<file path="config.mk">
export PLATFORM = sky130hd
export DESIGN_NAME = resp_bank
export DESIGN_NICKNAME = d
export VERILOG_FILES = /design/src/hw/resp_pkg.sv /design/src/hw/bank_pkg.sv /design/src/hw/slot_alloc.sv /design/src/hw/id_queue.sv /design/src/hw/msg_store.sv /design/src/hw/release_arb.sv /design/src/hw/resp_bank.sv
export VERILOG_INCLUDE_DIRS = /design/src /design/src/hw
export SDC_FILE = /design/constraint.sdc
export NUM_CORES = 1
export LEC_CHECK = 0
export BUFFER_PORTS_ARGS = -buffer_cell sky130_fd_sc_hd__buf_2
export CAP_MARGIN = 10
export CORE_ASPECT_RATIO = 1.75
export CORE_UTILIZATION = 50
export CTS_BUF_LIST = sky130_fd_sc_hd__clkbuf_16
export CTS_CLUSTER_DIAMETER = 100
export DETAILED_ROUTE_END_ITERATION = 16
export HOLD_SLACK_MARGIN = 0.15
export PLACE_DENSITY = 0.67
export SYNTH_ARGS = -nofsm -noshare
export SYNTH_HDL_FRONTEND = slang
export SYNTH_SLANG_ARGS = --single-unit
</file>
<file path="constraint.sdc">
create_clock -name clk_i -period 3.7 [get_ports clk_i]
set_input_delay 1.11 -clock clk_i [delete_from_list [all_inputs] [get_ports clk_i]]
set_output_delay 1.11 -clock clk_i [all_outputs]
set_load 0.01 [all_outputs]
</file>
<file path="src/hw/bank_cfg.svh">
// Sizing macros for the write-response bank
// Identifier count, slot capacity and the widths derived from them

`ifndef BANK_CFG_SVH
`define BANK_CFG_SVH

//////////////////////////////
// Identifiers
//////////////////////////////

// Number of AXI write identifiers tracked by the bank
`define BANK_NUM_IDS 4
// Bits needed to carry one identifier
`define BANK_ID_W 2

//////////////////////////////
// Slot array
//////////////////////////////

// Total slots shared by all identifiers
`define BANK_CAPACITY 8
// Bits of a slot address
`define BANK_ADDR_W 3
// Response content without the identifier, the AXI resp code
`define BANK_PAYLOAD_W 2

`endif

</file>
<file path="src/hw/resp_pkg.sv">
// AXI write-response message types
// Identifier, payload and the combined response word seen at the bank ports

`default_nettype none

`include "bank_cfg.svh"

package resp_pkg;

  // AXI write identifier
  typedef logic [`BANK_ID_W-1:0] axi_id_t;

  // Response content, carries the BRESP code
  typedef logic [`BANK_PAYLOAD_W-1:0] wresp_payload_t;

  // Full response as it enters and leaves the bank
  typedef struct packed {
    axi_id_t        id;
    wresp_payload_t payload;
  } wresp_t;

endpackage

`default_nettype wire

</file>
<file path="src/hw/bank_pkg.sv">
// Bookkeeping types shared between the bank submodules
// Slot address, per-identifier queue status, link write and slot free strobe

`default_nettype none

`include "bank_cfg.svh"

package bank_pkg;

  // Address of one slot in the shared array
  typedef logic [`BANK_ADDR_W-1:0] slot_addr_t;

  // Queue state published by each id_queue
  typedef struct packed {
    slot_addr_t fill_addr;    // Slot the next input lands in
    slot_addr_t tail_addr;    // Oldest filled slot
    logic       rsv_pending;  // Reserved slots still waiting for data
    logic       msg_pending;  // Filled slots not yet released
  } queue_status_t;

  // Next-link update for the slot array
  typedef struct packed {
    logic       en;
    slot_addr_t addr;  // Slot whose link changes
    slot_addr_t nxt;   // Slot that now follows it
  } link_wr_t;

  // Slot recycling strobe after the output handshake
  typedef struct packed {
    logic       en;
    slot_addr_t addr;
  } slot_free_t;

endpackage

`default_nettype wire

</file>
<file path="src/hw/slot_alloc.sv">
// Slot allocator
// Occupancy bits, lowest free slot search and the reservation handshake

`timescale 1ns/1ps
`default_nettype none

`include "bank_cfg.svh"

module slot_alloc import bank_pkg::*; (
  input  logic                     clk_i,
  input  logic                     rst_ni,
  input  logic                     i_rsv_valid,
  input  logic [`BANK_NUM_IDS-1:0] i_rsv_id_onehot,
  input  slot_free_t               i_free,
  output logic                     o_rsv_ready,
  output slot_addr_t               o_rsv_addr,
  output logic [`BANK_NUM_IDS-1:0] o_rsv_grant
);

  logic [`BANK_CAPACITY-1:0] occ_q;
  logic [`BANK_CAPACITY-1:0] occ_d;
  logic                      rsv_fire;

  // Any clear bit means a slot can be handed out
  assign o_rsv_ready = ~&occ_q;
  assign rsv_fire    = i_rsv_valid & o_rsv_ready;

  // Lowest clear bit wins, scan from the top so the last hit is the smallest
  always_comb begin
    o_rsv_addr = '0;
    for (int i = `BANK_CAPACITY - 1; i >= 0; i--) begin
      if (!occ_q[i]) begin
        o_rsv_addr = slot_addr_t'(i);
      end
    end
  end

  // Only the requesting identifier sees the strobe
  assign o_rsv_grant = i_rsv_id_onehot & {`BANK_NUM_IDS{rsv_fire}};

  // Reserved and freed slots never coincide, the freed one is occupied
  always_comb begin
    occ_d = occ_q;
    if (rsv_fire) begin
      occ_d[o_rsv_addr] = 1'b1;
    end
    if (i_free.en) begin
      occ_d[i_free.addr] = 1'b0;
    end
  end

  always_ff @(posedge clk_i or negedge rst_ni) begin
    if (!rst_ni) begin
      occ_q <= '0;
    end else begin
      occ_q <= occ_d;
    end
  end

  // Released slot must have been in use, a reservation names exactly one identifier
  a_free_occupied: assert property (@(posedge clk_i) disable iff (!rst_ni)
    i_free.en |-> occ_q[i_free.addr]);
  a_rsv_onehot: assert property (@(posedge clk_i) disable iff (!rst_ni)
    rsv_fire |-> $onehot(i_rsv_id_onehot));

endmodule

`default_nettype wire

</file>
<file path="src/hw/id_queue.sv">
// Per-identifier linked list of slots
// Reservation head, fill pointer, tail and the reserved and filled counters

`timescale 1ns/1ps
`default_nettype none

`include "bank_cfg.svh"

module id_queue import bank_pkg::*; (
  input  logic          clk_i,
  input  logic          rst_ni,
  input  logic          i_grant,
  input  logic          i_fill,
  input  logic          i_pop,
  input  slot_addr_t    i_free_addr,
  input  slot_addr_t    i_fill_link,
  input  slot_addr_t    i_tail_link,
  output queue_status_t o_status,
  output link_wr_t      o_link_wr
);

  // Counters must reach the full capacity
  localparam int unsigned CNT_W = `BANK_ADDR_W + 1;

  slot_addr_t       head_q, head_d;
  slot_addr_t       fill_q, fill_d;
  slot_addr_t       tail_q, tail_d;
  logic [CNT_W-1:0] rsv_cnt_q, rsv_cnt_d;
  logic [CNT_W-1:0] msg_cnt_q, msg_cnt_d;
  logic             list_live;
  logic             msg_drained;
  slot_addr_t       fill_nxt;
  slot_addr_t       tail_nxt;

  //////////////////////////////
  // Links
  //////////////////////////////

  assign list_live = (rsv_cnt_q != '0) || (msg_cnt_q != '0);

  // Chain the new slot behind the current head when the list is live
  assign o_link_wr.en   = i_grant & list_live;
  assign o_link_wr.addr = head_q;
  assign o_link_wr.nxt  = i_free_addr;

  // A link written this cycle is not in the array yet, take it straight
  assign fill_nxt = (o_link_wr.en && o_link_wr.addr == fill_q) ? i_free_addr : i_fill_link;
  assign tail_nxt = (o_link_wr.en && o_link_wr.addr == tail_q) ? i_free_addr : i_tail_link;

  // No filled message left once this cycle's pop is done
  assign msg_drained = (msg_cnt_q == '0) || (msg_cnt_q == CNT_W'(1) && i_pop);

  //////////////////////////////
  // Pointer update
  //////////////////////////////

  always_comb begin
    head_d    = head_q;
    fill_d    = fill_q;
    tail_d    = tail_q;
    rsv_cnt_d = rsv_cnt_q + CNT_W'(i_grant) - CNT_W'(i_fill);
    msg_cnt_d = msg_cnt_q + CNT_W'(i_fill) - CNT_W'(i_pop);

    if (i_grant) begin
      head_d = i_free_addr;
      // Fresh list, all pointers start at the granted slot
      if (!list_live) begin
        tail_d = i_free_addr;
      end
      // Nothing reserved ahead, the new slot is the next to fill
      if (rsv_cnt_q == '0) begin
        fill_d = i_free_addr;
      end
    end

    // Oldest reserved slot filled, step to its follower
    if (i_fill) begin
      fill_d = fill_nxt;
    end

    if (i_pop) begin
      tail_d = tail_nxt;
    end
    // The slot just filled becomes the oldest when nothing else waits
    if (i_fill && msg_drained) begin
      tail_d = fill_q;
    end
  end

  always_ff @(posedge clk_i or negedge rst_ni) begin
    if (!rst_ni) begin
      head_q    <= '0;
      fill_q    <= '0;
      tail_q    <= '0;
      rsv_cnt_q <= '0;
      msg_cnt_q <= '0;
    end else begin
      head_q    <= head_d;
      fill_q    <= fill_d;
      tail_q    <= tail_d;
      rsv_cnt_q <= rsv_cnt_d;
      msg_cnt_q <= msg_cnt_d;
    end
  end

  assign o_status.fill_addr   = fill_q;
  assign o_status.tail_addr   = tail_q;
  assign o_status.rsv_pending = rsv_cnt_q != '0;
  assign o_status.msg_pending = msg_cnt_q != '0;

  // Store and arbiter only act on queues that hold something
  a_pop_pending: assert property (@(posedge clk_i) disable iff (!rst_ni)
    i_pop |-> o_status.msg_pending);
  a_fill_pending: assert property (@(posedge clk_i) disable iff (!rst_ni)
    i_fill |-> o_status.rsv_pending);

endmodule

`default_nettype wire

</file>
<file path="src/hw/msg_store.sv">
// Slot storage
// Payload and next-link arrays, input acceptance and link read ports

`timescale 1ns/1ps
`default_nettype none

`include "bank_cfg.svh"

module msg_store import resp_pkg::*; import bank_pkg::*; (
  input  logic                     clk_i,
  input  logic                     rst_ni,
  input  logic                     i_in_valid,
  input  wresp_t                   i_in_data,
  input  queue_status_t            i_status [`BANK_NUM_IDS],
  input  link_wr_t                 i_link_wr [`BANK_NUM_IDS],
  input  slot_addr_t               i_rd_addr,
  output logic                     o_in_ready,
  output logic [`BANK_NUM_IDS-1:0] o_fill,
  output slot_addr_t               o_fill_link [`BANK_NUM_IDS],
  output slot_addr_t               o_tail_link [`BANK_NUM_IDS],
  output wresp_payload_t           o_payload
);

  wresp_payload_t             pay_q  [`BANK_CAPACITY];
  slot_addr_t                 link_q [`BANK_CAPACITY];
  logic                       in_fire;
  link_wr_t                   link_sel;
  logic [`BANK_NUM_IDS-1:0]   link_en;

  // Accept only when this identifier has a slot waiting, ready follows valid
  assign o_in_ready = i_in_valid & i_status[i_in_data.id].rsv_pending;
  assign in_fire    = i_in_valid & o_in_ready;

  always_comb begin
    o_fill = '0;
    o_fill[i_in_data.id] = in_fire;
  end

  // Pick the one queue that extends its list this cycle
  always_comb begin
    link_sel = '0;
    for (int i = 0; i < `BANK_NUM_IDS; i++) begin
      link_en[i] = i_link_wr[i].en;
      if (i_link_wr[i].en) begin
        link_sel = i_link_wr[i];
      end
    end
  end

  always_ff @(posedge clk_i) begin
    if (in_fire) begin
      pay_q[i_status[i_in_data.id].fill_addr] <= i_in_data.payload;
    end
    if (link_sel.en) begin
      link_q[link_sel.addr] <= link_sel.nxt;
    end
  end

  // Followers of each queue's fill and tail slots
  for (genvar g = 0; g < `BANK_NUM_IDS; g++) begin : g_link_rd
    assign o_fill_link[g] = link_q[i_status[g].fill_addr];
    assign o_tail_link[g] = link_q[i_status[g].tail_addr];
  end

  assign o_payload = pay_q[i_rd_addr];

  // Grants are one-hot, so only one list grows per cycle
  a_one_link: assert property (@(posedge clk_i) disable iff (!rst_ni)
    $onehot0(link_en));

endmodule

`default_nettype wire

</file>
<file path="src/hw/release_arb.sv">
// Release arbiter
// Lowest-identifier pick among enabled tails, output register and free strobe

`timescale 1ns/1ps
`default_nettype none

`include "bank_cfg.svh"

module release_arb import resp_pkg::*; import bank_pkg::*; (
  input  logic                     clk_i,
  input  logic                     rst_ni,
  input  queue_status_t            i_status [`BANK_NUM_IDS],
  input  logic [`BANK_CAPACITY-1:0] i_release_en,
  input  wresp_payload_t           i_payload,
  input  logic                     i_out_ready,
  output logic [`BANK_NUM_IDS-1:0] o_pop,
  output slot_addr_t               o_rd_addr,
  output slot_free_t               o_free,
  output logic                     o_out_valid,
  output wresp_t                   o_out_data
);

  logic [`BANK_NUM_IDS-1:0] eligible;
  logic [`BANK_NUM_IDS-1:0] pick;
  logic                     load;
  logic                     out_fire;
  logic                     valid_q;
  axi_id_t                  id_q;
  slot_addr_t               addr_q;
  axi_id_t                  sel_id;
  slot_addr_t               sel_addr;

  //////////////////////////////
  // Selection
  //////////////////////////////

  // Queue competes when its oldest message has its slot enabled
  for (genvar g = 0; g < `BANK_NUM_IDS; g++) begin : g_elig
    assign eligible[g] = i_status[g].msg_pending & i_release_en[i_status[g].tail_addr];
  end

  // Isolate the lowest set bit
  assign pick = eligible & ~(eligible - 1'b1);

  assign out_fire = valid_q & i_out_ready;
  // Register free or draining this cycle
  assign load     = ~valid_q | i_out_ready;
  assign o_pop    = pick & {`BANK_NUM_IDS{load}};

  always_comb begin
    sel_id   = '0;
    sel_addr = '0;
    for (int i = 0; i < `BANK_NUM_IDS; i++) begin
      if (pick[i]) begin
        sel_id   = axi_id_t'(i);
        sel_addr = i_status[i].tail_addr;
      end
    end
  end

  //////////////////////////////
  // Output register
  //////////////////////////////

  always_ff @(posedge clk_i or negedge rst_ni) begin
    if (!rst_ni) begin
      valid_q <= 1'b0;
    end else if (load) begin
      valid_q <= |pick;
    end
  end

  always_ff @(posedge clk_i) begin
    if (load) begin
      id_q   <= sel_id;
      addr_q <= sel_addr;
    end
  end

  assign o_rd_addr          = addr_q;
  assign o_out_valid        = valid_q;
  assign o_out_data.id      = id_q;
  assign o_out_data.payload = i_payload;

  // Slot goes back to the allocator on the handshake
  assign o_free.en   = out_fire;
  assign o_free.addr = addr_q;

  // Stalled response holds, payload included
  a_hold: assert property (@(posedge clk_i) disable iff (!rst_ni)
    o_out_valid && !i_out_ready |=> o_out_valid && $stable(o_out_data));

endmodule

`default_nettype wire

</file>
<file path="src/hw/resp_bank.sv">
// Write-response bank top
// Allocator, per-identifier queues, slot storage and release arbiter

`timescale 1ns/1ps
`default_nettype none

`include "bank_cfg.svh"

module resp_bank import resp_pkg::*; import bank_pkg::*; (
  input  logic                      clk_i,
  input  logic                      rst_ni,
  input  logic                      i_rsv_valid,
  input  logic [`BANK_NUM_IDS-1:0]  i_rsv_id_onehot,
  output logic                      o_rsv_ready,
  output slot_addr_t                o_rsv_addr,
  input  logic                      i_in_valid,
  input  wresp_t                    i_in_data,
  output logic                      o_in_ready,
  input  logic [`BANK_CAPACITY-1:0] i_release_en,
  input  logic                      i_out_ready,
  output logic                      o_out_valid,
  output wresp_t                    o_out_data
);

  logic [`BANK_NUM_IDS-1:0] grant;
  logic [`BANK_NUM_IDS-1:0] fill;
  logic [`BANK_NUM_IDS-1:0] pop;
  queue_status_t            status    [`BANK_NUM_IDS];
  link_wr_t                 link_wr   [`BANK_NUM_IDS];
  slot_addr_t               fill_link [`BANK_NUM_IDS];
  slot_addr_t               tail_link [`BANK_NUM_IDS];
  slot_addr_t               rd_addr;
  wresp_payload_t           payload;
  slot_free_t               slot_free;

  slot_alloc u_alloc (
    .clk_i, .rst_ni, .i_rsv_valid, .i_rsv_id_onehot,
    .i_free      (slot_free),
    .o_rsv_ready,
    .o_rsv_addr,
    .o_rsv_grant (grant)
  );

  // One linked list per identifier
  for (genvar g = 0; g < `BANK_NUM_IDS; g++) begin : g_queue
    id_queue u_queue (
      .clk_i, .rst_ni,
      .i_grant     (grant[g]),
      .i_fill      (fill[g]),
      .i_pop       (pop[g]),
      .i_free_addr (o_rsv_addr),
      .i_fill_link (fill_link[g]),
      .i_tail_link (tail_link[g]),
      .o_status    (status[g]),
      .o_link_wr   (link_wr[g])
    );
  end

  msg_store u_store (
    .clk_i, .rst_ni, .i_in_valid, .i_in_data,
    .i_status    (status),
    .i_link_wr   (link_wr),
    .i_rd_addr   (rd_addr),
    .o_in_ready,
    .o_fill      (fill),
    .o_fill_link (fill_link),
    .o_tail_link (tail_link),
    .o_payload   (payload)
  );

  release_arb u_arb (
    .clk_i, .rst_ni,
    .i_status    (status),
    .i_release_en,
    .i_payload   (payload),
    .i_out_ready,
    .o_pop       (pop),
    .o_rd_addr   (rd_addr),
    .o_free      (slot_free),
    .o_out_valid,
    .o_out_data
  );

endmodule

`default_nettype wire

</file>
==> impl_metrics.tcl, run 1 <==
set metrics [dict create \
    num_antenna_cells 0 \
    period_share 0.899 \
    synth-simple-area-share 0.111 \
    grt_max_degree 50 \
    ir_worst_vdd_uv 344 \
    layout_min_cycle_time_ps 3330 \
    yosys.area_share.xor_xnor 0.0402 \
    hpwl_mm 19.8 \
    die_w_um 102 \
    finClkSkew_ps 11.1 \
    cts_buffer_depth 2 \
    crit_path_frequent_cell "buf_2" \
    cts_tree "built" \
    fp.coreArea_mm2 0.0170 \
    fmax_ghz 0.301 \
    synth_cell_types 79 \
    tns_ps 0 \
    worst_pin_slew_ps 780 \
    ys_warn_count 0 \
    synth_seq_area_share 0.383 \
    postSynthCellCount 771 \
    die-area_mm2 0.0180 \
    dr.pass1.iters 5 \
    maxCapViolCount 0 \
    portBuffers 30 \
    ant_nets 0 \
    area_growth_pct 13.7 \
    rsz0062_at_grt "no" \
    slowest_delay_ps 510 \
    die_h_um 177 \
    nets 896 \
    ys_ff_latch 125 \
    synth_fp_nets 840 \
    core.rowCount 63 \
    drt-initial-drc-count 485 \
    p_leak_nw 4.25 \
    via_per_inst 6.46 \
    place_inst 1035 \
    grt_pass1_wl_mm 40.9 \
    grt_overflow 0 \
    path_clk_slew_ps 70 \
    ioPinCount 31 \
    synth-adder-area-share 0.0758 \
    cts_root_buffer "clkbuf_16" \
    synth-compound-area-share 0.126 \
    synth_edf_count 45 \
    cts_made_buffers 17 \
    htreeDepth 4 \
    track_usage 0.315 \
    globalplace.congestion 1.02 \
    drive_gt1_frac 0.240 \
    drt-total-wl_mm 26.2 \
    async_flop_share 0.616 \
    antenna_found_initial 0 \
    relSlewSlack 0.478 \
    first_global_vias 7366 \
    finalHoldViolations 0 \
    final_cells 1067 \
    hold_class "register to register" \
    worstSetupStartpointType "input port" \
    drv_slew 0 \
    synthesis.area_mm2 0.00872 \
    cts.repair.resized 0 \
    crit_slowest_cell "mux4_2" \
    synthFlopType "dfrtp_1" \
    status "completed" \
    powerDensity_mw_per_mm2 986 \
    clkSinkCount 125 \
    fin_total_pwr_mw 9.78 \
    endpoint_kind "output port" \
    crit_path_cell_trace "buf_2 -> mux4_2 -> nor2b_1 -> buf_2" \
    clkLatencyLatePin_ps 430 \
    critPathKind "input port to output port" \
    drc 0 \
    critPathRequiredTime_ps 2590 \
    wl_per_cell_um 24.6 \
    syn_area_per_cell_um2 11.3 \
    synthMuxAreaShare 0.210 \
    postCtsSetupRepairBufs 0 \
    initial_utilization 0.512 \
    synth_top_family_by_area "multiplexers" \
    crit_fanout 8 \
    worstPathArrival_ps 2220 \
    cts_hold_buf 0 \
    finalSetupViolCount 0 \
    vias 6894 \
]
[placed cells by master (no fill, tap or decap), types with 29 or more instances in the layout]
master / n
inv_1: 78
nor2_1: 36
mux4_2: 54
buf_4: 43
edfxtp_1: 45
ha_1: 40
nand2_1: 64
buf_2: 29
a21oi_1: 31
dfrtp_1: 77
[flip-flops by register name (all words and copies together) (netlist names), named ones only]
register and count:
u_store.link_q 24, u_arb.o_rd_addr 3, g_queue.u_queue.tail_q 12, g_queue.u_queue.rsv_cnt_q 16
g_queue.u_queue.fill_q 12, g_queue.u_queue.head_q 12, u_arb.o_out_valid 1, u_arb.id_q 2
g_queue.u_queue.msg_cnt_q 16, u_alloc.occ_q 8, u_store.pay_q 16
[path summary, 6_finish.rpt]
path,from,end,slack [ps],cells after the start
min reg2reg,u_arb.o_rd_addr[0],register,540,1
max in group asynchronous,rst_ni,g_queue[2].u_queue.msg_cnt_q[3],2260,2
max reg2reg,g_queue[2].u_queue.msg_cnt_q[2],u_store.link_q[4][1],490,10
min in group asynchronous,rst_ni,g_queue[2].u_queue.fill_q[2],720,1
max,i_in_data[3],o_in_ready,370,4
min,u_arb.o_rd_addr[0],register,540,1
[worst max-delay path: cells and delay by family]
| kind | cells | cell delay [ps] |
|---|---|---|
| buf+inv | 2 | 370 |
| simple gates | 1 | 220 |
| mux | 1 | 510 |
[layer usage]
layer,part of all wire,track usage,wire (um)
met1,0.33,0.317,8650
met2,0.53,0.558,13800
met3,0.059,0.0585,1540
met4,0.085,0.246,2220
met5,0,0,0
[report_power, final]
| group | switching [mW] | total, mW | leakage, nW | internal [mW] |
|---|---|---|---|---|
| sequential | 0.903 | 3.00 | 1.36 | 2.10 |
| clock | 0.741 | 1.77 | 0.303 | 1.03 |
| combinational | 2.59 | 5.00 | 2.59 | 2.41 |
| total | 4.24 | 9.78 | 4.25 | 5.54 |
[area by class of cell]
| class | instances | area (um2) |
|---|---|---|
| Clock buffer | 17 | 425 |
| Sequential cell | 125 | 3340 |
| Timing Repair Buffer | 72 | 468 |
| Tap cell | 227 | 284 |
| Fill cell | 1439 | 7110 |
| Clock inverter | 15 | 195 |
| Inverter | 81 | 304 |
| Multi-Input combinational cell | 530 | 4900 |
[cells in the mapped netlist, drive strengths merged (3+ instances only)]
master / instances / share of area
a222oi: 3 / 0.0034
a221oi: 3 / 0.0030
a22oi: 4 / 0.0034
mux2: 24 / 0.032
inv: 79 / 0.034
o22ai: 4 / 0.0043
nand4: 8 / 0.0057
nand2b: 8 / 0.0057
nor2b: 8 / 0.0057
o21ai: 26 / 0.015
nor3: 18 / 0.012
a31oi: 12 / 0.0086
a221o: 6 / 0.0069
and3: 3 / 0.0022
or3: 4 / 0.0029
mux2i: 20 / 0.023
buf: 16 / 0.012
a21oi: 33 / 0.020
nand3: 11 / 0.0063
clkbuf: 19 / 0.0082
a22o: 7 / 0.0070
dfrtp: 77 / 0.22
nand2: 64 / 0.028
fa: 8 / 0.018
or3b: 5 / 0.0050
edfxtp: 45 / 0.15
ha: 40 / 0.057
mux4: 59 / 0.15
nor3b: 7 / 0.0060
o211ai: 7 / 0.0060
o31ai: 3 / 0.0047
a41oi: 3 / 0.0030
xnor2: 16 / 0.016
dfxtp: 3 / 0.0069
o21a: 5 / 0.0043
and2: 4 / 0.0029
nor2: 36 / 0.015
a21o: 12 / 0.010
nor4b: 4 / 0.0040
xor2: 24 / 0.024
[stage by stage]
step | hold slack [ps] | utilization | setup WS, ps | cell area, um2
4_1_cts | 539 | 0.582 | 390 | 9920
5_1_grt | 586 | 0.582 | 279 | 9920
3_5_place_dp | 521 | 0.546 | -21.5 | 9300
3_3_place_gp | 517 | 0.546 | 54.5 | 9300
6_report | 539 | 0.582 | 374 | 9920
2_1_floorplan | 481 | - | 193 | 8720
[logic make-up after synthesis]
logic type               count (synthesis)
adder cells (fa/ha/maj)                 48
XOR/XNOR                                40
AO/OA/AOI/OAI                          150
flip-flops                             125
multiplexers                           103
AND/OR/NAND/NOR                        189
buffers and inverters                  116
Power figures use the tool's default switching activity.
==> inputs of run 2 (changes only) <==
CELL_PAD_IN_SITES_DETAIL_PLACEMENT = 1   (was unset)
CELL_PAD_IN_SITES_GLOBAL_PLACEMENT = 1   (was unset)
PLACE_DENSITY = unset   (was 0.67)
PLACE_DENSITY_LB_ADDON = 0.1   (was unset)
==> run 2 against run 1 <==
Effect of this change:
- sequential cell count did not move
- critical path depth grew 3
- die area is the same
- utilization fell by 0.18 points
- non-clock buffer count is 1 lower
- power rose by 0.92%
- first-iteration DRC count is 27% higher
- combinational power about the same
- cell area is 0.32% lower
- routed wire length increased by 12%
- largest cell class unchanged
- highest routed layer unchanged
==> impl_metrics.tcl, run 2 (synthesis results as in run 1) <==
set metrics [dict create \
    status "completed" \
    finalSetupViolCount 0 \
    hpwl_mm 21.8 \
    post_dp_cell_area_mm2 0.00927 \
    fin_area_mm2 0.00989 \
    htreeDepth 4 \
    whs_ps 545 \
    relSlewSlack 0.395 \
    reg2reg_slack_ps 410 \
    vias 7025 \
    nets 895 \
    worst_pin_slew_ps 884 \
    area_growth_pct 13.4 \
    layout_min_cycle_time_ps 3550 \
    path_depth 7 \
    worstReg2RegStart "g_queue[1].u_queue.tail_q[1]" \
    via_per_inst 6.59 \
    r2r.worst_path.cells 11 \
    endpoint_kind "output port" \
    first_global_vias 7826 \
    globalplace.congestion 1.01 \
    cts_tree "built" \
    fin_total_pwr_mw 9.87 \
    endpoint "o_in_ready" \
    initial_utilization 0.512 \
    cts_hold_buf 0 \
    dr.pass1.iters 6 \
    path_clk_slew_ps 70 \
    grt_max_degree 35 \
    min_from "g_queue[1].u_queue.msg_cnt_q[0]" \
    place_inst 1032 \
    die_h_um 177 \
    drive_gt1_frac 0.238 \
    worstPathArrival_ps 2440 \
    finClkSkew_ps 13.6 \
    final_common_cell "inv_1" \
    clkLatencyLatePin_ps 450 \
    p_leak_nw 4.24 \
    layout_setup_ws_ps 152 \
    fillers 1836 \
    fmax_ghz 0.282 \
    largest_reg_flops 24 \
    portBuffers 30 \
    drt-total-wl_mm 29.5 \
    drv_slew 0 \
    placement.setup.worst_slack_ps -28.6 \
    ir_worst_vdd_uv 549 \
    slowest_delay_ps 480 \
    crit_fanout 3 \
    critPathRequiredTime_ps 2590 \
    grt_overflow 0 \
    drc 0 \
    die_w_um 102 \
    fp.coreArea_mm2 0.0170 \
    final_cell_mix "inv_1 (78), dfrtp_1 (77), nand2_1 (64)" \
    ioPinCount 31 \
    worstSetupStartpointType "register" \
    cpLargestDelayFamily "simple AND/OR/NAND/NOR gates" \
    top_register "u_store.link_q" \
    track_usage 0.354 \
    maxCapViolCount 0 \
    wl_per_cell_um 27.7 \
    intPower_mw 5.47 \
    period_share 0.959 \
    p_sw_frac 0.446 \
    comb_power_share 0.507 \
    cts_root_buffer "clkbuf_16" \
    crit_path_cell_trace "inv_1 -> ha_1 -> nor3b_1 -> buf_4 -> mux4_2 -> nor2b_1 -> buf_2" \
    num_antenna_cells 0 \
    critPathKind "register to output port" \
    p_sw_mw 4.40 \
    powerDensity_mw_per_mm2 998 \
    cts_buffer_depth 2 \
    rsz0062_at_grt "no" \
    critPathLaunch "g_queue[0].u_queue.rsv_cnt_q[2]" \
    ant_nets 0 \
    die-area_mm2 0.0180 \
    cts_made_buffers 17 \
    drt-initial-drc-count 616 \
    crit_slowest_cell "mux4_2" \
    antenna_found_initial 0 \
    core.rowCount 63 \
    power_frac_seq 0.319 \
    finalHoldViolations 0 \
    clkSinkCount 125 \
    power.share.clock 0.174 \
    hold_class "register to register" \
    cts.repair.resized 0 \
    reg2reg_to "g_queue[2].u_queue.msg_cnt_q[3]" \
    grt_pass1_wl_mm 45.3 \
    crit_buf_inv 3 \
    final_cells 1066 \
]
==> run 2: changes by cell type in the layout (fill, tap and decap cells not counted), sizes merged <==
cell      delta
clkinvlp     +1
clkbuf       +1
inv          -2
buf          -1
bufinv       -1
clkinv       +1
==> run 2: what timing repair did <==
item / 4_1_cts / 5_1_grt
setup buffers: 0 / 2
endpoints found under the hold margin: 0 / 0
setup endpoints to repair: 0 / 28
==> run 2: worst min-delay path by stage <==
stage | endpoint | slack (ps) | cells past startpoint
3_5_place_dp | g_queue[1].u_queue.msg_cnt_q[0] | 540 | 1
3_3_place_gp | register | 520 | 1
6_report | g_queue[1].u_queue.msg_cnt_q[0] | 540 | 1
4_1_cts | g_queue[1].u_queue.msg_cnt_q[0] | 550 | 1
2_1_floorplan | g_queue[2].u_queue.msg_cnt_q[0] | 480 | 1
5_1_grt | g_queue[1].u_queue.msg_cnt_q[0] | 600 | 1
==> run 2: per-stage QoR <==
stage / TNS, ps / utilization
2_1_floorplan: 0 / -
4_1_cts: 0 / 0.580
6_report: 0 / 0.581
5_1_grt: 0 / 0.581
3_3_place_gp: 0 / 0.545
3_5_place_dp: -38.9 / 0.545
==> run 2: final cells by class <==
| type | count | area, um2 | area share |
|---|---|---|---|
| Clock buffer | 18 | 450 | 0.0456 |
| Clock inverter | 14 | 146 | 0.0148 |
| Inverter | 81 | 304 | 0.0308 |
| Multi-Input combinational cell | 530 | 4900 | 0.496 |
| Sequential cell | 125 | 3340 | 0.338 |
| Tap cell | 227 | 284 | 0.0287 |
| Timing Repair Buffer | 71 | 460 | 0.0466 |
==> run 2: power groups by stage <==
stage          Combinational [mW]  Clock [mW]  Sequential [mW]
6_report                     5.00        1.72             3.15
5_1_grt                      5.43        1.80             3.21
4_1_cts                      5.00        1.74             3.11
3_5_place_dp                 4.91           0             3.12
3_3_place_gp                 4.60           0             3.05
2_1_floorplan                3.78           0             2.48
==> run 2: layer usage <==
| metal | wire length, um | global-route usage | vias up |
|---|---|---|---|
| met3 | 1640 | 0.0754 | 135 |
| met2 | 15300 | 0.607 | 326 |
| met5 | 0 | 0 | - |
| met4 | 2630 | 0.281 | 0 |
| met1 | 9910 | 0.368 | 3569 |
| li1 | - | - | 2995 |
==> run 2: worst register-to-register path, stage by stage, from the launching register on <==
cell and delay (ps):
dfrtp_1 680, mux2_2 430, a22o_1 270, o21ai_2 260
nand4_1 310, inv_1 140, ha_1 150, inv_1 70
ha_1 290, a21o_1 190, a21oi_1 190, xor2_1 220
